$ cat src/iob_wb_pkg.sv
// ==========================================================================
// IOb to Wishbone subsystem shared definitions
// Bus widths and the memory controller state encoding
// ==========================================================================

package iob_wb_pkg;

   // Byte address width
   parameter int ADDR_W = 32;

   // Data word width
   parameter int DATA_W = 32;

   // Byte lanes per data word
   parameter int STRB_W = DATA_W / 8;

   // Bytes enabled on a read
   parameter int READ_BYTES = 4;

   // Wishbone memory controller states
   typedef enum logic [1:0] {
      MEM_IDLE,
      MEM_WAIT,
      MEM_ACK
   } wb_mem_state_t;

endpackage

$ cat src/iob_iob2wishbone.sv
// ==========================================================================
// IOb to Wishbone classic bridge
// One bus cycle per IOb request, read data returned as a response pulse
// ==========================================================================

`timescale 1ns/1ps

module iob_iob2wishbone #(
   parameter int ADDR_W     = iob_wb_pkg::ADDR_W,
   parameter int DATA_W     = iob_wb_pkg::DATA_W,
   parameter int READ_BYTES = iob_wb_pkg::READ_BYTES
) (
   input  logic                  clk_i,
   input  logic                  rst_n_i,

   // IOb side
   input  logic                  iob_valid_i,
   input  logic [ADDR_W-1:0]     iob_addr_i,
   input  logic [DATA_W-1:0]     iob_wdata_i,
   input  logic [DATA_W/8-1:0]   iob_wstrb_i,
   output logic                  iob_ready_o,
   output logic                  iob_rvalid_o,
   output logic [DATA_W-1:0]     iob_rdata_o,

   // Wishbone master side
   output logic [ADDR_W-1:0]     wb_addr_o,
   output logic [DATA_W/8-1:0]   wb_select_o,
   output logic                  wb_we_o,
   output logic                  wb_cyc_o,
   output logic                  wb_stb_o,
   output logic [DATA_W-1:0]     wb_data_o,
   input  logic                  wb_ack_i,
   input  logic [DATA_W-1:0]     wb_data_i
);

   localparam int STRB_W = DATA_W / 8;
   localparam logic [STRB_W-1:0] RB_MASK = STRB_W'((1 << READ_BYTES) - 1);

   logic              we;
   logic [STRB_W-1:0] select;

   logic              pending_q;
   logic              ack_q;
   logic [ADDR_W-1:0] addr_q;
   logic [DATA_W-1:0] wdata_q;
   logic [STRB_W-1:0] select_q;
   logic              we_q;
   logic [DATA_W-1:0] rdata_q;

   // All-zero strobe means read
   assign we     = |iob_wstrb_i;
   assign select = we ? iob_wstrb_i : (RB_MASK << iob_addr_i[1:0]);

   // Live request in the accept cycle, held copy afterwards
   assign wb_addr_o   = iob_valid_i ? iob_addr_i  : addr_q;
   assign wb_data_o   = iob_valid_i ? iob_wdata_i : wdata_q;
   assign wb_select_o = iob_valid_i ? select      : select_q;
   assign wb_we_o     = iob_valid_i ? we          : we_q;
   assign wb_cyc_o    = iob_valid_i | pending_q;
   assign wb_stb_o    = wb_cyc_o;

   assign iob_ready_o  = ~pending_q;
   assign iob_rvalid_o = ack_q & ~we_q;
   assign iob_rdata_o  = rdata_q;

   always_ff @(posedge clk_i or negedge rst_n_i) begin
      if (!rst_n_i) begin
         pending_q <= 1'b0;
         ack_q     <= 1'b0;
      end else begin
         ack_q <= wb_ack_i;
         if (wb_ack_i) begin
            pending_q <= 1'b0;
         end else if (iob_valid_i) begin
            pending_q <= 1'b1;
         end
      end
   end

   always_ff @(posedge clk_i) begin
      if (iob_valid_i) begin
         addr_q   <= iob_addr_i;
         wdata_q  <= iob_wdata_i;
         select_q <= select;
         we_q     <= we;
      end
      // Capture read word at the acknowledge
      if (wb_ack_i) begin
         rdata_q <= wb_data_i;
      end
   end

endmodule

$ cat config.mk
export PLATFORM = sky130hd
export DESIGN_NAME = iob_iob2wishbone
export DESIGN_NICKNAME = d
export VERILOG_FILES = /design/src/iob_wb_pkg.sv /design/src/iob_iob2wishbone.sv
export SDC_FILE = /design/constraint.sdc
export NUM_CORES = 1
export LEC_CHECK = 0
export BUFFER_PORTS_ARGS = -buffer_cell sky130_fd_sc_hd__buf_2
export CORE_MARGIN = 5
export CORE_UTILIZATION = 45
export DETAILED_ROUTE_END_ITERATION = 10
export HOLD_SLACK_MARGIN = 0.08
export PLACE_DENSITY = 0.84
export SETUP_SLACK_MARGIN = 0.3
export SLEW_MARGIN = 20
export SYNTH_ARGS = -nofsm -noshare
export SYNTH_HDL_FRONTEND = slang
export SYNTH_SLANG_ARGS = --single-unit
$ cat constraint.sdc
create_clock -name clk_i -period 3.6 [get_ports clk_i]
set_input_delay 0.54 -clock clk_i [delete_from_list [all_inputs] [get_ports clk_i]]
set_output_delay 0.54 -clock clk_i [all_outputs]
set_load 0.05 [all_outputs]
# Word level (Yosys, flattened, before mapping)
# Cells that the tools add are included.
[word_totals]
regBits = 103
inputBits = 104
output_inout_bits = 105
elab_cells = 21
[op_classes]
shift = 1
n_mux = 7
n_bitwise = 4
n_reduce_logical = 2
[op_table]
columns = ["op", "n"]
rows = [
  ["32-bit two-way mux", 2],
  ["4-bit two-way mux", 2],
  ["4-bit OR reduction", 1],
  ["4-bit by 2-bit left shift with 4-bit output (first input constant)", 1],
  ["1-bit two-way mux", 3],
  ["1-bit inverter", 2],
  ["2-bit nonzero test", 1],
  ["1-bit AND", 1],
  ["1-bit OR", 1],
]

# Depth between registers and ports, before layout
# Gate-level depths: netlist of run 1.
[depth]
word_depth = 3
ltp_mapped = 4
mapped_depth_nobuf = 2

# Least setup slack after synthesis of run 1
# No wires, ideal clock.
[synth_timing]
path_kind = "input to output"
startpoint = "input port iob_valid_i"
endpoint = "output port wb_select_o[2]"
t_arrival_ps = 2255
required_ps = 3060
path_slack_ps = 805
stages = 4
path_buffers = 2
path_cell_list = "buf_2 > buf_2 > a21bo_2 > o21ai_0"
[synth_via]
elab_chain_cells = 1
[synth_lines]
columns = ["element", "line", "text"]
rows = [
  ["start, declared", "iob_iob2wishbone.sv:17", "input logic iob_valid_i,"],
  ["4-bit two-way mux", "n/a", ""],
  ["end, declared", "iob_iob2wishbone.sv:27", "output logic [DATA_W/8-1:0] wb_select_o,"],
]
# No other way between the ends.

# Worst setup path after layout of run 1
[layout_timing]
startpoint = "input port iob_valid_i"
endpoint = "output port wb_data_o[18]"
[layout_via]
elab_chain_cells = 1
[layout_lines]
columns = ["element", "line", "text"]
rows = [
  ["32-bit two-way mux", "n/a", ""],
  ["end, declared", "iob_iob2wishbone.sv:31", "output logic [DATA_W-1:0] wb_data_o,"],
]
# No other way between the ends.

==> metrics, run 1 <==
Compound-Gate Fraction of Synth Area 1.252%; Row Count 31; CTS Buffer Depth 2; Simple-Gate Fraction of Synth Area between 1 and 1.5%; Sequential Power Share approximately half; Die H roughly 96 um; number of gates resized after cts 0; remaining global-route overflow 0; Worst Path Max Fanout 30; clock buffer count from CTS 9; sequential element share of the synthesized area between 70 and 80%; nets between 500 and 600; clock skew 0 ps; Post-Synth Adder-Cell Area 0%; Tmin final 2436 ps; area of the multi-input gates approximately 850 um^2; internal power 0.001831 W; largest net degree at the start of global routing 35; Seq cells post-synth a little over 100; DRT met1 WL around 2700 um; Yosys warnings 0; outcome complete, no violations; leakage power between 2 and 2.5 nW; Die X about 96 um; VDD IR-drop max 0.0003714 V; Clock power frac 26.6%; GRT Total Usage 17.15%; H-tree Lvls 3; DIE AREA slightly above 9000 um^2; startpoint types input port; routability cong. 0.7256; crit share post-route 67.67%; Logic pwr share approximately 25%; DR WL/cell 15.75 um; Fillers about 550; RSZ-0062 raised after global routing no; fin. max-slew vios 0; Routed WL just over 8000 um; Slew headroom between 50% and 60%; DRC violations left 0; Required @ worst endpoint a little over 3000 ps; top sig layer met4; setup tns final 0 ps; Mean Syn Cell Area ~17 um^2; input/output buffers 208; Yosys cell types 18; Max Cap Violations 0; Post-CTS Setup Bufs 0; Root Buffer clkbuf_8; Worst Tran Pin Value between 700 and 800 ps; Syn Std Cell Area roughly 3300 um^2; most frequent cells in the layout buf_2 (208), dfxtp_1 (69), mux2_2 (64); Vias/cell approximately 4.5; initial antenna violation count 2; global-route wire length before repair roughly 12000 um; CP endpoint kind output port; dpl cells 493; CP arrival between 1500 and 2000 ps; clk_lat worst skew ~350 ps; met3 routed WL ~1000 um; area share of xor/xnor cells in the synthesized design 0%; syn_nets around 300; antenna viol nets, final 0; P per Cell Area between 500 and 600 nW/um^2; share of layout cells above drive strength 1 between 70% and 80%; Final Hold Viols 0; Routed met2 length roughly 4200 um; HP Class in2reg; drt initial violations 27; Core Footprint 7176 um^2; clock slew at reported path FFs about 110 ps; Crit Path Category in2out; multiplexer share of the synthesized area 23.22%; flop-to-flop setup slack between 2000 and 3000 ps; Synth-to-Final Area Change 41.12%; Switch Pwr approximately 0.00094 W; fin cells 512; TritonCTS clock tree done; hold buffer count at cts 1; sw frac approximately 34%; largest family of logic cells by synthesized area multiplexers; Mapped Cells ~190; clock sink total 103; Max Freq ~400 MHz; Storage cell area around 2400 um^2; drt first pass iters 4; Final setup viols 0; HPWL after DPL about 6400 um; initial core utilization between 40 and 50%; commonest non-fill, non-tap cell in the layout buf_2; vias in the first global route 2395; boundary pin count approximately 210; via count around 2300
kinds of logic after synthesis:
group / count (synthesis)
mux: 68
simple gates: 7
flops: 103
compound gates: 5
buf+inv: 10
power groups by stage:
stage	combinational, W	clock, W	sequential [W]
floorplan	0.000422	0	0.00146
global placement	0.000695	0	0.00136
detailed placement	0.000704	0	0.00136
CTS	0.000706	0.000766	0.00134
global route	0.000731	0.000822	0.00135
finish	0.000700	0.000738	0.00133
flip-flops by register name, indices dropped and copies added, names as in the netlist:
register and cells:
ack_q 1, addr_q 32, iob_rdata_o 32, pending_q 1
select_q 4, wdata_q 32, we_q 1
final cells by class:
type / count / share of cell area (%)
Clock inverter: 7 / 1.828
Tap cell: 99 / 2.661
Multi-Input combinational cell: 80 / 18.36
Clock buffer: 9 / 2.661
Inverter: 1 / 0.08065
Sequential cell: 103 / 51.40
Antenna cell: 2 / 0.1075
Timing Repair Buffer: 211 / 22.90
synthesized netlist by cell type:
| library cell | n | share of area (%) |
|---|---|---|
| dfxtp_1 | 69 | 42 |
| mux2_2 | 64 | 22 |
| edfxtp_1 | 32 | 29 |
| buf_2 | 8 | 1.2 |
| mux2i_1 | 3 | 0.91 |
| dfrtp_1 | 2 | 1.5 |
| nand2b_1 | 2 | 0.38 |
| nor2b_1 | 2 | 0.38 |
| o21ai_0 | 2 | 0.30 |
| a21bo_2 | 1 | 0.30 |
| buf_4 | 1 | 0.23 |
| inv_1 | 1 | 0.11 |
| mux2_4 | 1 | 0.46 |
| nor3_1 | 1 | 0.15 |
| o22a_1 | 1 | 0.27 |
| o31ai_2 | 1 | 0.38 |
| or2_2 | 1 | 0.19 |
| or4_4 | 1 | 0.34 |
metrics by stage:
step	hold WS, ps	power [W]	cell area [um^2]	util (%)	worst slack, ps
finish	351.0	0.002772	4654	64.86	1164
global route	313.4	0.002899	4654	64.86	1097
CTS	326.2	0.002809	4649	64.80	1155
detailed placement	325.4	0.002066	4431	61.74	1150
global placement	326.1	0.002052	4431	61.74	1166
floorplan	244.4	0.001882	3298	-	805.5
critical path, stage by stage:
cell and delay, ps:
buf_2 300, buf_4 420, mux2_2 400, buf_2 220
per-layer routing:
| layer | up-vias | track usage [%] |
|---|---|---|
| li1 | 1119 | - |
| met1 | 1073 | 16.26 |
| met2 | 124 | 32.08 |
| met3 | 9 | 7.182 |
| met4 | 0 | 7.109 |
| met5 | - | 0 |
worst paths after layout:
check	depth (start not counted)	start	to
max	4	iob_valid_i	wb_data_o[18]
min	1	wb_data_i[18]	iob_rdata_o[18]$_DFFE_PP_
max reg2reg	2	pending_q$_DFFE_PN0P_	pending_q$_DFFE_PN0P_
min reg2reg	1	addr_q[17]$_DFF_P_	addr_q[17]$_DFF_P_
max in group asynchronous	2	rst_n_i	pending_q$_DFFE_PN0P_
min in group asynchronous	2	rst_n_i	ack_q$_DFF_PN0_
(Power assumes the default switching activity.)
==> run 2, diff against run 1 <==
- CORE_UTILIZATION: 45 -> 38
- PLACE_DENSITY: 0.84 -> 0.76
- clock period: 3.6 -> 2 ns (I/O delays scaled with it)
==> run 2 against run 1 <==
  * Design area rose by 1.9%
  * Register-to-register slack got worse by 1600 ps
  * Global-route usage fell by 3.1 points
  * Combinational power rose by 83%
==> metrics, run 2 (same netlist as run 1, synthesis figures left out) <==
Tmin final roughly 1700 ps; HP Class in2reg; Sequential Power Share 47.9%; fin. max-slew vios 0; Row Count 34; Slew headroom slightly above 50%; post-route cell area about 4700 um^2; Switch Pwr 0.001677 W; hold depth 1; Routed WL 7844 um; global-route wire length before repair approximately 11000 um; HPWL after DPL 6097 um; diode count 0; nets between 500 and 600; largest net degree at the start of global routing 35; leakage power 2.195 nW; Final setup viols 0; RR Endpoint pending_q$_DFFE_PN0P_; internal power ~0.0033 W; crit-path cells buf_6 > or4_4 > mux2_4 > buf_8; Fillers 729; clock skew 0 ps; drt first pass iters 2; worst setup margin 284.4 ps; Logic pwr share 25.6%; input/output buffers between 200 and 250; VDD IR-drop max between 0.0005 and 0.0006 V; RSZ-0062 raised after global routing yes; initial core utilization a little under two fifths; TritonCTS clock tree done; most frequent cells in the layout buf_2 (201), dfxtp_1 (69), mux2_2 (64); CTS Buffer Depth 2; startpoint types input port; Crit Path Category in2out; post-layout util between 50% and 60%; GRT Total Usage 14.03%; clk_lat worst skew ~340 ps; Worst Path Max Fanout 4; clock buffer count from CTS 9; worst r2r path cells 2; Die H just over 100 um; CP arrival between 1000 and 1500 ps; Max stage delay on crit path 570 ps; Worst Tran Pin Value 723.8 ps; worst hold start wb_data_i[20]; clock slew at reported path FFs approximately 100 ps; CP endpoint kind output port; Clock power frac 26.5%; Root Buffer clkbuf_8; antenna viol nets, final 0; drt initial violations 25; via count approximately 2300; vias in the first global route around 2400; Required @ worst endpoint ~1700 ps; outcome complete, no violations; worst slack, placed roughly 140 ps; DRC violations left 0; commonest non-fill, non-tap cell in the layout buf_2; clock sink total slightly above 100; share of layout cells above drive strength 1 71.60%; remaining global-route overflow 0; Synth-to-Final Area Change 43.74%; worst hold slack 112.8 ps; DIE AREA between 10000 and 15000 um^2; Final Hold Viols 0; Max Cap Violations 0; Die X ~100 um; Buf/Inv on CP 2; critical path startpoint iob_wstrb_i[3]; flop-to-flop setup slack around 1000 ps; crit share post-route between 80% and 90%; Cell Area, Placed roughly 4500 um^2; routability cong. ~0.75; H-tree Lvls 3; P per Cell Area 1058 nW/um^2; Vias/cell approximately 4.5; initial antenna violation count 0; Worst path top cell family by delay simple AND/OR/NAND/NOR gates; DR WL/cell ~15 um; Post-CTS Setup Bufs 0; Hold Path End iob_rdata_o[20]$_DFFE_PP_; sw frac 33.43%; Slowest-stage cell, CP or4_4; boundary pin count 209; setup tns final 0 ps; Critical R2R Launch pending_q$_DFFE_PN0P_; Core Footprint ~8600 um^2; Max Freq about 580 MHz
run 2: worst max path at each step:
| stage | to | slack (ps) | depth (start not counted) |
|---|---|---|---|
| floorplan | wb_select_o[1] | 80 | 2 |
| global placement | wb_select_o[0] | 170 | 4 |
| detailed placement | wb_select_o[0] | 140 | 4 |
| CTS | wb_we_o | 280 | 4 |
| global route | wb_we_o | 270 | 4 |
| finish | wb_we_o | 280 | 4 |
run 2: area by class of cell:
type / instances / area, um^2 / area share (%)
sequential: 103 / 2392 / 50.46
timing repair buffer: 212 / 1142 / 24.10
multi-input combinational: 80 / 863.3 / 18.21
clock buffer: 11 / 141.4 / 2.982
tap: 108 / 135.1 / 2.850
clock inverter: 5 / 62.56 / 1.320
inverter: 1 / 3.754 / 0.07918
run 2: power by group through the flow:
| stage | clock network, W | registers (W) | logic, W |
|---|---|---|---|
| after floorplan | 0 | 0.00263 | 0.000763 |
| after global placement | 0 | 0.00244 | 0.00126 |
| after detailed placement | 0 | 0.00245 | 0.00128 |
| after CTS | 0.00139 | 0.00241 | 0.00129 |
| after global routing | 0.00147 | 0.00242 | 0.00135 |
| final | 0.00133 | 0.00240 | 0.00128 |
run 2: through the flow:
stage | total power, W | instances
final | 0.005016 | 520
after global routing | 0.005240 | 520
after CTS | 0.005084 | 520
after floorplan | 0.003391 | 193
after global placement | 0.003707 | 503
after detailed placement | 0.003729 | 503
run 2: per-layer routing:
| layer | vias up | global-route usage [%] | part of all wire [%] |
|---|---|---|---|
| met3 | 7 | 6.563 | 12 |
| li1 | 1117 | - | - |
| met1 | 1085 | 15.14 | 36 |
| met2 | 120 | 24.52 | 51 |
| met4 | 0 | 4.183 | 0.98 |
| met5 | - | 0 | 0 |
run 2: repair_timing:
| action | in CTS | in global routing |
|---|---|---|
| pin swaps | 2 | 0 |
| endpoints found under the hold margin | 2 | 0 |
| gates resized for setup | 11 | 1 |
| hold buffers | 1 | 0 |
| setup endpoints to repair | 37 | 4 |
==> run 3, diff against run 2 <==
- CORE_MARGIN: 5 -> 3
==> run 3 against run 2 <==
  * Clock power decreased by 9%
  * Hold slack improved by 2.3 ps
  * Critical path depth unchanged
  * Clock-buffer cell count decreased by 2
  * Sequential cell count unchanged
  * Design area increased by 0.34%
  * Worst setup slack got worse by 1.7 ps
  * Sequential share of layout area decreased by 0.17 points
  * Maximum frequency decreased by 0.10%
  * Combinational power about the same
  * First-iteration DRC count decreased by 32%
  * Critical path type unchanged
  * Largest power group unchanged
==> metrics, run 3 (same netlist as run 1, synthesis figures left out) <==
Crit Path Category in2out; DIE AREA 9834 um^2; drt initial violations 17; Tmin final between 1500 and 2000 ps; Max Cap Violations 0; Worst path top cell family by delay simple AND/OR/NAND/NOR gates; Clock power frac between 20% and 30%; outcome complete, no violations; vias in the first global route around 2300; DRC violations left 0; DR WL/cell about 15 um; Row Count 33; Sequential Power Share about 50%; via count approximately 2300; post-route cell area between 4000 and 5000 um^2; H-tree Lvls 3; internal power between 0.003 and 0.004 W; remaining global-route overflow 0; Core Footprint ~8300 um^2; Max stage delay on crit path 570 ps; largest net degree at the start of global routing 35; HP Class in2reg; clock buffer count from CTS 9; crit-path cells buf_6 > or4_4 > mux2_4 > buf_8; Vias/cell approximately 4.5; HPWL after DPL 6287 um; Required @ worst endpoint roughly 1700 ps; clock sink total between 100 and 150; global-route wire length before repair around 12000 um; most frequent cells in the layout buf_2 (200), dfxtp_1 (69), mux2_2 (64); clk_lat worst skew 350 ps; clock slew at reported path FFs ~110 ps; diode count 0; nets 513; Cell Area, Placed about 4500 um^2; Synth-to-Final Area Change 44.23%; Root Buffer clkbuf_8; fin. max-slew vios 0; commonest non-fill, non-tap cell in the layout buf_2; initial antenna violation count 0; worst hold slack 115.1 ps; Switch Pwr about 0.0017 W; Worst Tran Pin Value just over 700 ps; share of layout cells above drive strength 1 a little under three quarters; Post-CTS Setup Bufs 0; drt first pass iters 4; CP endpoint kind output port; startpoint types input port; P per Cell Area 1032 nW/um^2; input/output buffers around 210; RSZ-0062 raised after global routing yes; clock skew 0 ps; TritonCTS clock tree done; Slowest-stage cell, CP or4_4; initial core utilization 39.54%; boundary pin count about 210; Worst Path Max Fanout 4; GRT Total Usage roughly 15%; Slew headroom about 52%; Routed WL 7996 um; leakage power 2.196 nW; routability cong. slightly above 0.7; Final setup viols 0; Max Freq 582.3 MHz; Die H 99.17 um; sw frac 34.90%; Buf/Inv on CP 2; VDD IR-drop max between 0.0004 and 0.0005 V; setup tns final 0 ps; antenna viol nets, final 0; CP arrival between 1000 and 1500 ps; crit share post-route ~86%; CTS Buffer Depth 2; Logic pwr share 26.4%; Final Hold Viols 0; Die X approximately 100 um
run 3: cell types whose count changed in the layout (fill, tap and decap cells not counted), sizes merged:
cell	delta
clkbuf	-2
clkinv	+2
clkinvlp	+2
buf	+1
bufinv	-1
dlygate4sd3	+1
inv	-1
run 3: routing by layer:
layer / share of wire, % / vias to the layer above / track usage [%]
li1: - / 1125 / -
met1: 36 / 1087 / 15.96
met2: 53 / 127 / 28.00
met3: 10 / 10 / 5.400
met4: 1.5 / 0 / 6.408
met5: 0 / - / 0
run 3: path summary, 6_finish.rpt:
kind	from	end	slack, ps	cells after the start
setup / recovery	iob_wstrb_i[3]	wb_we_o	280	4
hold / removal	wb_data_i[13]	iob_rdata_o[13]$_DFFE_PP_	120	1
setup reg to reg	pending_q$_DFFE_PN0P_	pending_q$_DFFE_PN0P_	1010	2
hold reg to reg	wdata_q[21]$_DFF_P_	wdata_q[21]$_DFF_P_	480	1
max in group asynchronous	rst_n_i	ack_q$_DFF_PN0_	1650	2
min in group asynchronous	rst_n_i	pending_q$_DFFE_PN0P_	260	2
run 3: cell type report:
cell class | instances | area [um^2]
repair buffers | 214 | 1175
flip-flops and latches | 103 | 2392
clock inverters | 7 | 63.81
clock buffers | 9 | 123.9
fillers | 701 | 3583
inverters | 1 | 3.754
well taps | 105 | 131.4
multi-input cells | 80 | 867.1
run 3: metrics by stage:
step / power (W) / instances / setup WS [ps] / util, %
floorplan: 0.003391 / 193 / 77.03 / -
global placement: 0.003708 / 501 / 186.1 / 53.98
detailed placement: 0.003737 / 501 / 167.8 / 53.98
CTS: 0.004975 / 518 / 284.1 / 56.87
global route: 0.005125 / 519 / 247.1 / 57.04
finish: 0.004911 / 519 / 282.7 / 57.04
run 3: what timing repair did:
action                                  CTS  global route
resized for setup                        12             1
pin swaps                                 2             0
endpoints found under the hold margin     2             1
gates cloned                              0             0
endpoints found under the setup margin   35             4
hold buffers                              1             1
run 3: power by group through the flow:
stage	combinational (W)	sequential [W]	clock, W
6_report	0.00129	0.00240	0.00121
3_3_place_gp	0.00127	0.00244	0
4_1_cts	0.00130	0.00241	0.00127
5_1_grt	0.00135	0.00242	0.00136
2_1_floorplan	0.000763	0.00263	0
3_5_place_dp	0.00128	0.00245	0
