<file path="src/iob_wb_pkg.sv">
// ==========================================================================
// IOb to Wishbone subsystem shared definitions
// Bus widths and the memory controller state encoding
// ==========================================================================

package iob_wb_pkg;

   // Byte address width
   parameter int ADDR_W = 32;

   // Data word width
   parameter int DATA_W = 32;

   // Byte lanes per data word
   parameter int STRB_W = DATA_W / 8;

   // Bytes enabled on a read
   parameter int READ_BYTES = 4;

   // Wishbone memory controller states
   typedef enum logic [1:0] {
      MEM_IDLE,
      MEM_WAIT,
      MEM_ACK
   } wb_mem_state_t;

endpackage

</file>
<file path="src/iob_req_buffer.sv">
// ==========================================================================
// IOb request queue
// Holds incoming requests and issues them one at a time to the bridge
// ==========================================================================

`timescale 1ns/1ps

module iob_req_buffer #(
   parameter int BUF_DEPTH = 4,
   parameter int ADDR_W    = iob_wb_pkg::ADDR_W,
   parameter int DATA_W    = iob_wb_pkg::DATA_W
) (
   input  logic                  clk_i,
   input  logic                  rst_n_i,

   // External request port
   input  logic                  req_valid_i,
   input  logic [ADDR_W-1:0]     req_addr_i,
   input  logic [DATA_W-1:0]     req_wdata_i,
   input  logic [DATA_W/8-1:0]   req_wstrb_i,
   output logic                  req_ready_o,

   // Towards the bridge
   output logic                  iob_valid_o,
   output logic [ADDR_W-1:0]     iob_addr_o,
   output logic [DATA_W-1:0]     iob_wdata_o,
   output logic [DATA_W/8-1:0]   iob_wstrb_o,
   input  logic                  iob_ready_i
);

   localparam int PTR_W = (BUF_DEPTH > 1) ? $clog2(BUF_DEPTH) : 1;
   localparam int CNT_W = $clog2(BUF_DEPTH + 1);

   logic [ADDR_W-1:0]   addr_q  [BUF_DEPTH];
   logic [DATA_W-1:0]   wdata_q [BUF_DEPTH];
   logic [DATA_W/8-1:0] wstrb_q [BUF_DEPTH];

   logic [PTR_W-1:0] wr_ptr_q;
   logic [PTR_W-1:0] rd_ptr_q;
   logic [CNT_W-1:0] count_q;
   logic             push;
   logic             pop;

   assign req_ready_o = (count_q != CNT_W'(BUF_DEPTH));
   assign push        = req_valid_i & req_ready_o;

   // Head goes out only when the bridge can take it
   assign iob_valid_o = (count_q != '0) & iob_ready_i;
   assign pop         = iob_valid_o;

   assign iob_addr_o  = addr_q[rd_ptr_q];
   assign iob_wdata_o = wdata_q[rd_ptr_q];
   assign iob_wstrb_o = wstrb_q[rd_ptr_q];

   always_ff @(posedge clk_i) begin
      if (push) begin
         addr_q[wr_ptr_q]  <= req_addr_i;
         wdata_q[wr_ptr_q] <= req_wdata_i;
         wstrb_q[wr_ptr_q] <= req_wstrb_i;
      end
   end

   always_ff @(posedge clk_i or negedge rst_n_i) begin
      if (!rst_n_i) begin
         wr_ptr_q <= '0;
         rd_ptr_q <= '0;
         count_q  <= '0;
      end else begin
         if (push) begin
            // Wrap for depths that are not a power of two
            if (wr_ptr_q == PTR_W'(BUF_DEPTH - 1)) begin
               wr_ptr_q <= '0;
            end else begin
               wr_ptr_q <= wr_ptr_q + 1'b1;
            end
         end
         if (pop) begin
            if (rd_ptr_q == PTR_W'(BUF_DEPTH - 1)) begin
               rd_ptr_q <= '0;
            end else begin
               rd_ptr_q <= rd_ptr_q + 1'b1;
            end
         end
         if (push && !pop) begin
            count_q <= count_q + 1'b1;
         end else if (pop && !push) begin
            count_q <= count_q - 1'b1;
         end
      end
   end

endmodule

</file>
<file path="config.mk">
export PLATFORM = sky130hd
export DESIGN_NAME = iob_req_buffer
export DESIGN_NICKNAME = d
export VERILOG_FILES = /design/src/iob_wb_pkg.sv /design/src/iob_req_buffer.sv
export SDC_FILE = /design/constraint.sdc
export NUM_CORES = 1
export LEC_CHECK = 0
export ABC_AREA = 1
export BUFFER_PORTS_ARGS = -buffer_cell sky130_fd_sc_hd__buf_4
export CAP_MARGIN = 20
export CORE_MARGIN = 4
export CORE_UTILIZATION = 52
export DETAILED_ROUTE_END_ITERATION = 6
export PLACE_DENSITY = 0.76
export SKIP_CTS_REPAIR_TIMING = 1
export SYNTH_ARGS = -nofsm -noshare
export SYNTH_HDL_FRONTEND = slang
export SYNTH_SLANG_ARGS = --single-unit
</file>
<file path="constraint.sdc">
create_clock -name clk_i -period 4.4 [get_ports clk_i]
set_clock_uncertainty 0.05 [all_clocks]
set_input_delay 0.44 -clock clk_i [delete_from_list [all_inputs] [get_ports clk_i]]
set_output_delay 0.44 -clock clk_i [all_outputs]
set_load 0.02 [all_outputs]
</file>
# Word level (Yosys, flattened, before mapping)
# Memories as Yosys holds them, arrays and structs flattened.
# Cells that the tools add are included.
[word_totals]
reg_bits = 7
output_inout_bits = 70
ram_bits = 272
n_memories = 3
inputBits = 72
[mem_list]
columns = ["memory", "words", "word_bits", "rd", "rd_ports_with_merged_regs", "write_ports", "line", "source"]
rows = [
  ["addr_q", 4, 32, 1, 0, 1, "iob_req_buffer.sv:34", "logic [ADDR_W-1:0] addr_q [BUF_DEPTH];"],
  ["wdata_q", 4, 32, 1, 0, 1, "iob_req_buffer.sv:35", "logic [DATA_W-1:0] wdata_q [BUF_DEPTH];"],
  ["wstrb_q", 4, 4, 1, 0, 1, "iob_req_buffer.sv:36", "logic [DATA_W/8-1:0] wstrb_q [BUF_DEPTH];"],
]
[op_classes]
eq_ne = 3
n_mux = 6
n_bitwise = 2
n_reduce_logical = 6
addsub = 4
[op_table]
columns = ["op", "n"]
rows = [
  ["$mux W3", 2],
  ["$add A2 B1 Y2 const B", 2],
  ["$eq A2 B2 Y1 const B", 2],
  ["$mux W2", 2],
  ["$add A3 B1 Y3 const B", 1],
  ["$ne A3 B3 Y1 const B", 1],
  ["$reduce_bool A3 Y1", 1],
  ["$sub A3 B1 Y3 const B", 1],
  ["$and A1 B1 Y1", 2],
  ["$logic_and A1 B1 Y1", 2],
  ["$logic_not A1 Y1", 2],
  ["$mux W1", 2],
  ["$reduce_bool A2 Y1", 1],
]

# Longest topological paths before layout
# Gate-level depths: netlist of run 1.
[depth]
ltp_word = 6
mapped_depth = 12
mapped_depth_nobuf = 12

# Worst setup path before layout of run 1
# Ideal clock, no wire load.
[synth_timing]
path_kind = "reg2reg"
start = "register count_q[0]"
end = "memory addr_q[0][0] (enable)"
n_path_buf = 0
arrival_ps = 3772
path_stages_with_launch = 5
required_time_ps = 3855
path_slack_ps = 84
path_cell_list = "dfrtp_1 inv_1 nand3_1 nand2_1 nor2_1"
[synth_between]
elab_chain_len = 4
[synth_lines]
columns = ["item", "line", "source"]
rows = [
  ["start: declaration", "iob_req_buffer.sv:40", "logic [CNT_W-1:0] count_q;"],
  ["start signal: assignment", "iob_req_buffer.sv:85", "count_q <= count_q + 1'b1;"],
  ["start signal: assignment", "iob_req_buffer.sv:87", "count_q <= count_q - 1'b1;"],
  ["$ne A3 B3 Y1", "iob_req_buffer.sv:44", "assign req_ready_o = (count_q != CNT_W'(BUF_DEPTH));"],
  ["net req_ready_o", "iob_req_buffer.sv:21", "output logic req_ready_o,"],
  ["$and A1 B1 Y1", "iob_req_buffer.sv:45", "assign push = req_valid_i & req_ready_o;"],
  ["$mux W1", "iob_req_buffer.sv:56", "if (push) begin"],
  ["$mux W1 (not written as such)", "iob_req_buffer.sv:57", "addr_q[wr_ptr_q] <= req_addr_i;"],
  ["end: declaration", "iob_req_buffer.sv:34", ""],
]
# The timed path passes the listed nets, and every way through them passes these cells.

# Worst setup path after layout of run 1
[layout_timing]
start = "register rd_ptr_q[0]"
end = "output iob_wdata_o[2]"
[layout_between]
elab_chain_len = 1
[layout_lines]
columns = ["item", "line", "source"]
rows = [
  ["start: declaration", "iob_req_buffer.sv:39", "logic [PTR_W-1:0] rd_ptr_q;"],
  ["start signal: assignment", "iob_req_buffer.sv:81", "rd_ptr_q <= rd_ptr_q + 1'b1;"],
  ["$mem_v2 Z4 W32", "-", ""],
  ["end: declaration", "iob_req_buffer.sv:26", "output logic [DATA_W-1:0] iob_wdata_o,"],
]
# No other way between the ends.

==> results.json, run 1 <==
{
  "fin_crit_sh": 0.685,
  "max_cap_viol_count": 0,
  "final_nets": 1071,
  "asyncSetResetFlopFracSynth": 0.0251,
  "h-tree-depth": 1,
  "path_max_fanout": 69,
  "synth_top_area_cell": "edfxtp_1",
  "synth_top_area_frac": 0.730,
  "synth.most_common_cell": "edfxtp_1",
  "core_area_um2": 21100,
  "dpl.hpwl_um": 12200,
  "synth_cells": 853,
  "holdCritPathClass": "primary input to flop",
  "placed_area_um2": 12500,
  "r2r_setup_slack_ns": 2.02,
  "ioPinCount": 142,
  "place_congestion": 0.718,
  "syn-mean-instance-area_um2": 13.1,
  "layout-drive-gt1-share": 0.195,
  "cts-buffers-inserted": 28,
  "cp-end-kind": "output pin",
  "grt_pass1_wl_um": 32400,
  "die_x_um": 155,
  "final_area_um2": 13400,
  "cts_tree": "yes",
  "synth_commonest_cells": "edfxtp_1 (272), nand2_1 (219), inv_1 (150)",
  "cts.sinks": 279,
  "startpoint_type": "flop",
  "yosysWarningCount": 0,
  "hold_viol": 0,
  "drv_slew": 0,
  "overflow": 0,
  "diodes": 0,
  "worstSetupPathType": "flop to output pin",
  "relSlewSlack": 0.396,
  "outcome": "finished, final reports clean",
  "grtUsageTotal": 0.169,
  "worst_pin_slew_ns": 0.906,
  "timing.setup.tns_ns": 0,
  "nFillCells": 1532,
  "max_freq_mhz": 332,
  "power_w": 0.00938,
  "drtPass1Iterations": 4,
  "drc": 0,
  "fin_hold_ws_ns": 0.0619,
  "setup_viol": 0,
  "clkLatencyLatePin_ns": 0.52,
  "initial_core_util": 0.530,
  "synth_top_cells_by_area": "edfxtp_1 (73%), o211ai_1 (9.1%), nand2_1 (7.3%)",
  "num_rows": 53,
  "arrival_ns": 2.52,
  "antenna_found_initial": 0,
  "synth_edf_count": 272,
  "crit_required_ns": 3.91,
  "synth_seq_cells": 279,
  "cts_max_path_buffers": 3,
  "fp.dieArea_um2": 23900,
  "routed_wl_um": 20800,
  "grt_pass1_vias": 6419,
  "rsz0062_at_grt": "no",
  "vias": 6572,
  "synthDistinctLibCells": 17,
  "syn_to_final_growth_pct": 19.7,
  "ys_seq_area_frac": 0.746,
  "cts-root-buf": "clkbuf_16",
  "ir_drop_mv": 0.539,
  "antenna_left": 0,
  "die_h_um": 155,
  "grt_start_max_net_pins": 109,
  "leakagePower_nw": 5.33,
  "period_minus_slack_ns": 3.01,
  "syn_nets": 932,
  "p_per_area_nw_per_um2": 701,
  "port_buffers": 141,
  "drtIter0Drc": 405,
  "synthFlopType": "edfxtp_1",
  "post_drt_via_cell_ratio": 5.11,
  "wl_per_cell_um": 16.2,
  "syn-cell-area_um2": 11200,
  "cts.clk_slew.worst_paths_ns": 0.06
}
-- power by group --
group | switching, W | leakage [nW] | internal (W)
clock | 0.000910 | 0.437 | 0.00137
sequential | 0.000212 | 2.57 | 0.00349
combinational | 0.00219 | 2.32 | 0.00121
total | 0.00331 | 5.33 | 0.00607
-- state kept, by name, indices dropped and copies added, names as in the netlist --
signal	count
addr_q	128
wstrb_q	16
wr_ptr_q	2
wdata_q	128
rd_ptr_q	2
count_q	3
-- worst paths after layout --
path / start / endpoint / cells past startpoint
worst max-delay path: rd_ptr_q[0]$_DFFE_PN0P_ / iob_wdata_o[2] / 5
worst max register to register: count_q[0]$_DFFE_PN0P_ / wdata_q[3][0]$_DFFE_PP_ / 5
min in group asynchronous: rst_n_i / rd_ptr_q[0]$_DFFE_PN0P_ / 2
max in group asynchronous: rst_n_i / rd_ptr_q[0]$_DFFE_PN0P_ / 2
worst min-delay path: req_wdata_i[15] / wdata_q[2][15]$_DFFE_PP_ / 1
worst min register to register: count_q[2]$_DFFE_PN0P_ / count_q[2]$_DFFE_PN0P_ / 2
-- critical path: stages, from the launching register on --
cell and delay, ns:
dfrtp_4 0.88, buf_4 0.60, nand2_1 0.13, o211ai_1 0.11, nand2_1 0.09, buf_4 0.16
-- stage by stage --
stage | setup WS [ns] | utilization | cells
after floorplan | 0.0837 | - | 853
after detailed placement | 1.93 | 0.592 | 1236
final | 1.39 | 0.635 | 1287
after CTS | 1.35 | 0.635 | 1286
after global placement | 1.99 | 0.592 | 1236
after global routing | 1.15 | 0.635 | 1287
-- cell families after synthesis --
group / Yosys count / share of synthesized area
flip-flops: 279 / 0.746
adder cells (fa/ha/maj): 7 / 0.00850
AND/OR/NAND/NOR: 233 / 0.0792
buffers and inverters: 196 / 0.0740
XOR/XNOR: 1 / 0.000783
AO/OA/AOI/OAI: 137 / 0.0917
-- area by class of cell --
cell class	count	area [um2]	share of cell area
inverters	151	567	0.0423
clock inverters	14	138	0.0103
well taps	275	344	0.0257
clock buffers	36	752	0.0562
multi-input cells	378	2050	0.153
repair buffers	154	1200	0.0893
flip-flops and latches	279	8350	0.623
-- per-layer routing --
metal,vias up,share of wire,global-route usage
met1,3150,0.41,0.206
li1,3238,-,-
met4,0,0.017,0.0412
met2,156,0.51,0.303
met5,-,0,0
met3,28,0.069,0.0445
-- cells in the final DEF (no fill, tap or decap), drive strengths merged --
cell,netlist,routed
nand2,219,219
nand4,1,1
dfrtp,7,7
ha,6,6
clkinv,0,11
fa,1,1
dlygate4sd3,0,1
nor2,6,6
inv,151,151
edfxtp,272,272
o21ai,1,1
bufinv,0,3
buf,42,153
clkbuf,3,36
o211ai,136,136
nand3,7,7
xnor2,1,1
No activity file was read; power rests on OpenSTA's default activity.
==> inputs of run 2 (changes only) <==
Settings changed: ABC_AREA 1 to 0, CORE_UTILIZATION 52 to 55, PLACE_DENSITY 0.76 to 0.77.
Clock period 4.4 ns to 3 ns, I/O delays scaled along.
==> results.json, run 2 <==
{
  "leakagePower_nw": 4.63,
  "synthDistinctLibCells": 20,
  "synth_top_cells_by_area": "edfxtp_1 (79%), mux4_2 (15%), dfrtp_1 (1.7%)",
  "antenna_found_initial": 0,
  "cts.clk_slew.worst_paths_ns": 0.06,
  "timing.setup.tns_ns": 0,
  "cts_tree": "yes",
  "h-tree-depth": 1,
  "final_nets": 709,
  "num_rows": 49,
  "ioPinCount": 142,
  "routed_wl_um": 19600,
  "rsz0062_at_grt": "no",
  "die_x_um": 145,
  "wl_met1_um": 7710,
  "drv_slew": 0,
  "power_w": 0.0132,
  "cts-root-buf": "clkbuf_16",
  "synth_top_area_cell": "edfxtp_1",
  "initial_core_util": 0.568,
  "grt_pass1_vias": 5009,
  "dp_cells": 761,
  "syn-cell-area_um2": 10300,
  "asyncSetResetFlopFracSynth": 0.0251,
  "highest_layer": "met4",
  "post_drt_via_cell_ratio": 5.54,
  "synth_top_area_frac": 0.790,
  "met3WireLength_um": 1260,
  "cp-end-kind": "output pin",
  "cts_max_path_buffers": 3,
  "utilization": 0.729,
  "setup_viol": 0,
  "syn_nets": 472,
  "relSlewSlack": 0.595,
  "max_cap_viol_count": 0,
  "grt_pass1_wl_um": 29100,
  "place_congestion": 0.736,
  "antenna_left": 0,
  "fin_hold_ws_ns": 0.0661,
  "synth.most_common_cell": "edfxtp_1",
  "ys_seq_area_frac": 0.807,
  "port_buffers": 141,
  "vias": 4873,
  "synth_commonest_cells": "edfxtp_1 (272), mux4_2 (68), buf_12 (7), dfrtp_1 (7)",
  "syn_to_final_growth_pct": 28.3,
  "fp.dieArea_um2": 21100,
  "outcome": "finished, final reports clean",
  "worstSetupPathType": "flop to output pin",
  "overflow": 0,
  "die_h_um": 145,
  "wl_met2_um": 10200,
  "synth_seq_cells": 279,
  "core_area_um2": 18200,
  "hold_viol": 0,
  "cts.sinks": 279,
  "max_freq_mhz": 368,
  "path_max_fanout": 31,
  "drtIter0Drc": 320,
  "grtUsageTotal": 0.177,
  "clkLatencyLatePin_ns": 0.53,
  "synth_cells": 393,
  "reg.largest.list": "addr_q (128), wdata_q (128), wstrb_q (16)",
  "p_per_area_nw_per_um2": 997,
  "diodes": 0,
  "post_layout_nonfiller_instances": 879,
  "layout-drive-gt1-share": 0.422,
  "worst_pin_slew_ns": 0.607,
  "syn-mean-instance-area_um2": 26.3,
  "synthFlopType": "edfxtp_1",
  "drtPass1Iterations": 5,
  "wl_per_cell_um": 22.3,
  "ir_drop_mv": 0.789,
  "holdCritPathClass": "primary input to flop",
  "startpoint_type": "flop",
  "cts-buffers-inserted": 27,
  "crit_required_ns": 2.65,
  "final_common_cell": "edfxtp_1",
  "arrival_ns": 2.37,
  "yosysWarningCount": 0,
  "drc": 0,
  "grt_start_max_net_pins": 44,
  "layout_common_cells": "edfxtp_1 (272), buf_4 (148), dlygate4sd3_1 (69)",
  "dpl.hpwl_um": 11300,
  "period_minus_slack_ns": 2.72,
  "fin_crit_sh": 0.907,
  "synth_edf_count": 272
}
run 2: report_power, final:
group          internal [W]  switching, W  leakage (nW)
Clock               0.00199       0.00135         0.430
Combinational       0.00209       0.00224          1.62
Sequential          0.00515      0.000412          2.57
Total               0.00923       0.00400          4.63
run 2: final timing paths:
kind                                          from                 endpoint  slack, ns  cells after the start
max in group asynchronous                  rst_n_i  rd_ptr_q[1]$_DFFE_PN0P_       2.67                      2
hold reg to reg            wr_ptr_q[1]$_DFFE_PN0P_  wr_ptr_q[1]$_DFFE_PN0P_       0.56                      1
hold / removal                         iob_ready_i  rd_ptr_q[0]$_DFFE_PN0P_       0.07                      3
setup reg to reg            count_q[0]$_DFFE_PN0P_   count_q[2]$_DFFE_PN0P_       0.79                      8
setup / recovery           rd_ptr_q[0]$_DFFE_PN0P_           iob_addr_o[30]       0.28                      3
min in group asynchronous                  rst_n_i   count_q[0]$_DFFE_PN0P_       0.09                      2
run 2: kinds of logic after synthesis:
| logic type | Yosys count | share of synthesized area |
|---|---|---|
| adder cells (fa/ha/maj) | 7 | 0.00920 |
| flip-flops | 279 | 0.807 |
| multiplexers | 72 | 0.153 |
| AO/OA/AOI/OAI | 3 | 0.00387 |
| buffers and inverters | 20 | 0.0205 |
| AND/OR/NAND/NOR | 9 | 0.00436 |
| XOR/XNOR | 3 | 0.00254 |
run 2: critical path: stages (launching register included):
cell,delay [ns]
dfrtp_4,0.83
buf_12,0.26
mux4_2,0.55
buf_4,0.18
run 2: area by class of cell:
cell class	instances	area [um2]
inverter	4	15.0
clock inverter	11	134
fill	1027	4940
multi-input combinational	94	1790
clock buffer	38	747
sequential	279	8350
timing repair buffer	224	1940
tap	229	287
run 2: metal layers:
| layer | vias to the layer above | track usage |
|---|---|---|
| met5 | - | 0 |
| met4 | 0 | 0.0508 |
| met3 | 34 | 0.0427 |
| met2 | 173 | 0.292 |
| met1 | 2518 | 0.242 |
| li1 | 2148 | - |
run 2: metrics by stage:
step	setup slack, ns	area (um2)
floorplan	0.101	10300
CTS	0.193	12600
global route	0.130	13300
global placement	0.783	11700
detailed placement	0.772	11700
finish	0.279	13300
==> inputs of run 3 (changes only) <==
--- a/config.mk
+++ b/config.mk
@@ -12,4 +12,5 @@
 export CORE_UTILIZATION = 55
 export DETAILED_ROUTE_END_ITERATION = 6
+export HOLD_SLACK_MARGIN = 0.02
 export PLACE_DENSITY = 0.77
 export SKIP_CTS_REPAIR_TIMING = 1
==> constraint.sdc (replaced) <==
create_clock -name clk_i -period 3 [get_ports clk_i]
set_clock_uncertainty 0.05 [all_clocks]
set_input_delay 0.6 -clock clk_i [delete_from_list [all_inputs] [get_ports clk_i]]
set_output_delay 0.6 -clock clk_i [all_outputs]
set_load 0.02 [all_outputs]
==> results.json, run 3 (synthesis gave the netlist of run 2 again) <==
{
  "final_nets": 647,
  "setup_viol": 0,
  "startpoint_type": "flop",
  "overflow": 0,
  "final_common_cell": "edfxtp_1",
  "syn_to_final_growth_pct": 22.0,
  "grt_start_max_net_pins": 45,
  "period_minus_slack_ns": 2.77,
  "dp_cells": 764,
  "timing.setup.tns_ns": 0,
  "max_cap_viol_count": 0,
  "leakagePower_nw": 4.36,
  "grt_pass1_wl_um": 28600,
  "clkLatencyLatePin_ns": 0.51,
  "cts_max_path_buffers": 3,
  "drtIter0Drc": 294,
  "ioPinCount": 142,
  "fin_hold_ws_ns": 0.229,
  "pre_cts_ws_ns": 0.607,
  "cp_cell_sequence": "buf_12 -> mux4_2 -> buf_4",
  "max_freq_mhz": 361,
  "arrival_ns": 2.12,
  "cp_slowest_cell": "dfrtp_4",
  "fp.dieArea_um2": 21100,
  "layout-drive-gt1-share": 0.471,
  "port_buffers": 141,
  "routed_wl_um": 18400,
  "nFillCells": 1133,
  "die_x_um": 145,
  "cts.sinks": 279,
  "drtPass1Iterations": 4,
  "drc": 0,
  "holdCritPathClass": "primary input to flop",
  "crit_path_end": "iob_addr_o[25]",
  "path_max_fanout": 21,
  "fin_crit_sh": 0.924,
  "worstSetupPathType": "flop to output pin",
  "ir_drop_mv": 0.641,
  "antenna_found_initial": 0,
  "crit_required_ns": 2.35,
  "cts-root-buf": "clkbuf_16",
  "layout_common_cells": "edfxtp_1 (272), buf_4 (152), mux4_2 (68)",
  "vias": 4611,
  "drv_slew": 0,
  "outcome": "finished, final reports clean",
  "cts-buffers-inserted": 28,
  "hold_viol": 0,
  "num_rows": 49,
  "worst_pin_slew_ns": 0.448,
  "reg.largest.list": "addr_q (128), wdata_q (128), wstrb_q (16)",
  "grt_pass1_vias": 5058,
  "r2r_setup_slack_ns": 0.78,
  "die_h_um": 145,
  "cpPeakStageDelay_ns": 0.60,
  "antenna_left": 0,
  "core_area_um2": 18200,
  "setup_slack_ns": 0.227,
  "h-tree-depth": 1,
  "cp-end-kind": "output pin",
  "reg2reg_from": "count_q[0]$_DFFE_PN0P_",
  "relSlewSlack": 0.701,
  "dpl.hpwl_um": 11200,
  "place_congestion": 0.695,
  "cts.clk_slew.worst_paths_ns": 0.06,
  "rsz0062_at_grt": "no",
  "diodes": 0,
  "r2r_cells": 8,
  "startpoint": "rd_ptr_q[0]$_DFFE_PN0P_",
  "initial_core_util": 0.568,
  "grtUsageTotal": 0.173,
  "p_per_area_nw_per_um2": 1040,
  "cts_tree": "yes",
  "wl_per_cell_um": 22.6,
  "post_layout_nonfiller_instances": 815,
  "r2r_end": "count_q[2]$_DFFE_PN0P_",
  "post_drt_via_cell_ratio": 5.66
}
[run 3: cell types whose count changed in the layout (fill, tap and decap cells not counted)]
cell	change
buf_8	+1
clkbuf_16	+2
dlygate4sd3_1	-68
buf_4	+4
clkinv_1	+4
clkinv_4	+1
clkbuf_1	-2
clkinv_2	-1
clkbuf_8	-3
bufinv_16	-1
inv_6	-1
[run 3: metal layers]
| layer | part of all wire | track usage |
|---|---|---|
| met4 | 0.026 | 0.0589 |
| met2 | 0.51 | 0.287 |
| met1 | 0.41 | 0.234 |
| met5 | 0 | 0 |
| met3 | 0.049 | 0.0362 |
[run 3: worst max-delay path, delay by kind of cell, from the launching register on]
family / cells / cell delay (ns)
buffers and inverters: 2 / 0.43
DFF: 1 / 0.60
muxes: 1 / 0.56
[run 3: layout make-up]
class	instances	area, um2	area share
clock inverters	13	114	0.00903
clock buffers	35	748	0.0593
repair buffers	161	1310	0.104
inverters	4	15.0	0.00119
well taps	229	287	0.0227
multi-input cells	94	1790	0.142
flip-flops and latches	279	8350	0.662
[run 3: metrics by stage]
step	utilization	instance area, um2	power (W)
6_report	0.693	12600	0.0131
5_1_grt	0.693	12600	0.0137
4_1_cts	0.690	12600	0.0132
3_5_place_dp	0.643	11700	0.00995
3_3_place_gp	0.643	11700	0.00985
2_1_floorplan	-	10300	0.00836
[run 3: power breakdown]
group	total, W	switching [W]	internal [W]
Clock	0.00323	0.00131	0.00192
Sequential	0.00547	0.000322	0.00515
Combinational	0.00438	0.00231	0.00208
[run 3: worst min path at each step]
stage	startpoint	endpoint	slack (ns)	depth (start not counted)
finish	req_wdata_i[29]	wdata_q[0][29]$_DFFE_PP_	0.23	1
global route	req_addr_i[2]	addr_q[1][2]$_DFFE_PP_	0.21	1
CTS	rst_n_i	count_q[0]$_DFFE_PN0P_	-0.18	1
detailed placement	rst_n_i	count_q[2]$_DFFE_PN0P_	0.37	1
global placement	rst_n_i	count_q[2]$_DFFE_PN0P_	0.37	1
floorplan	rst_n_i	count_q[0]$_DFFE_PN0P_	0.25	0
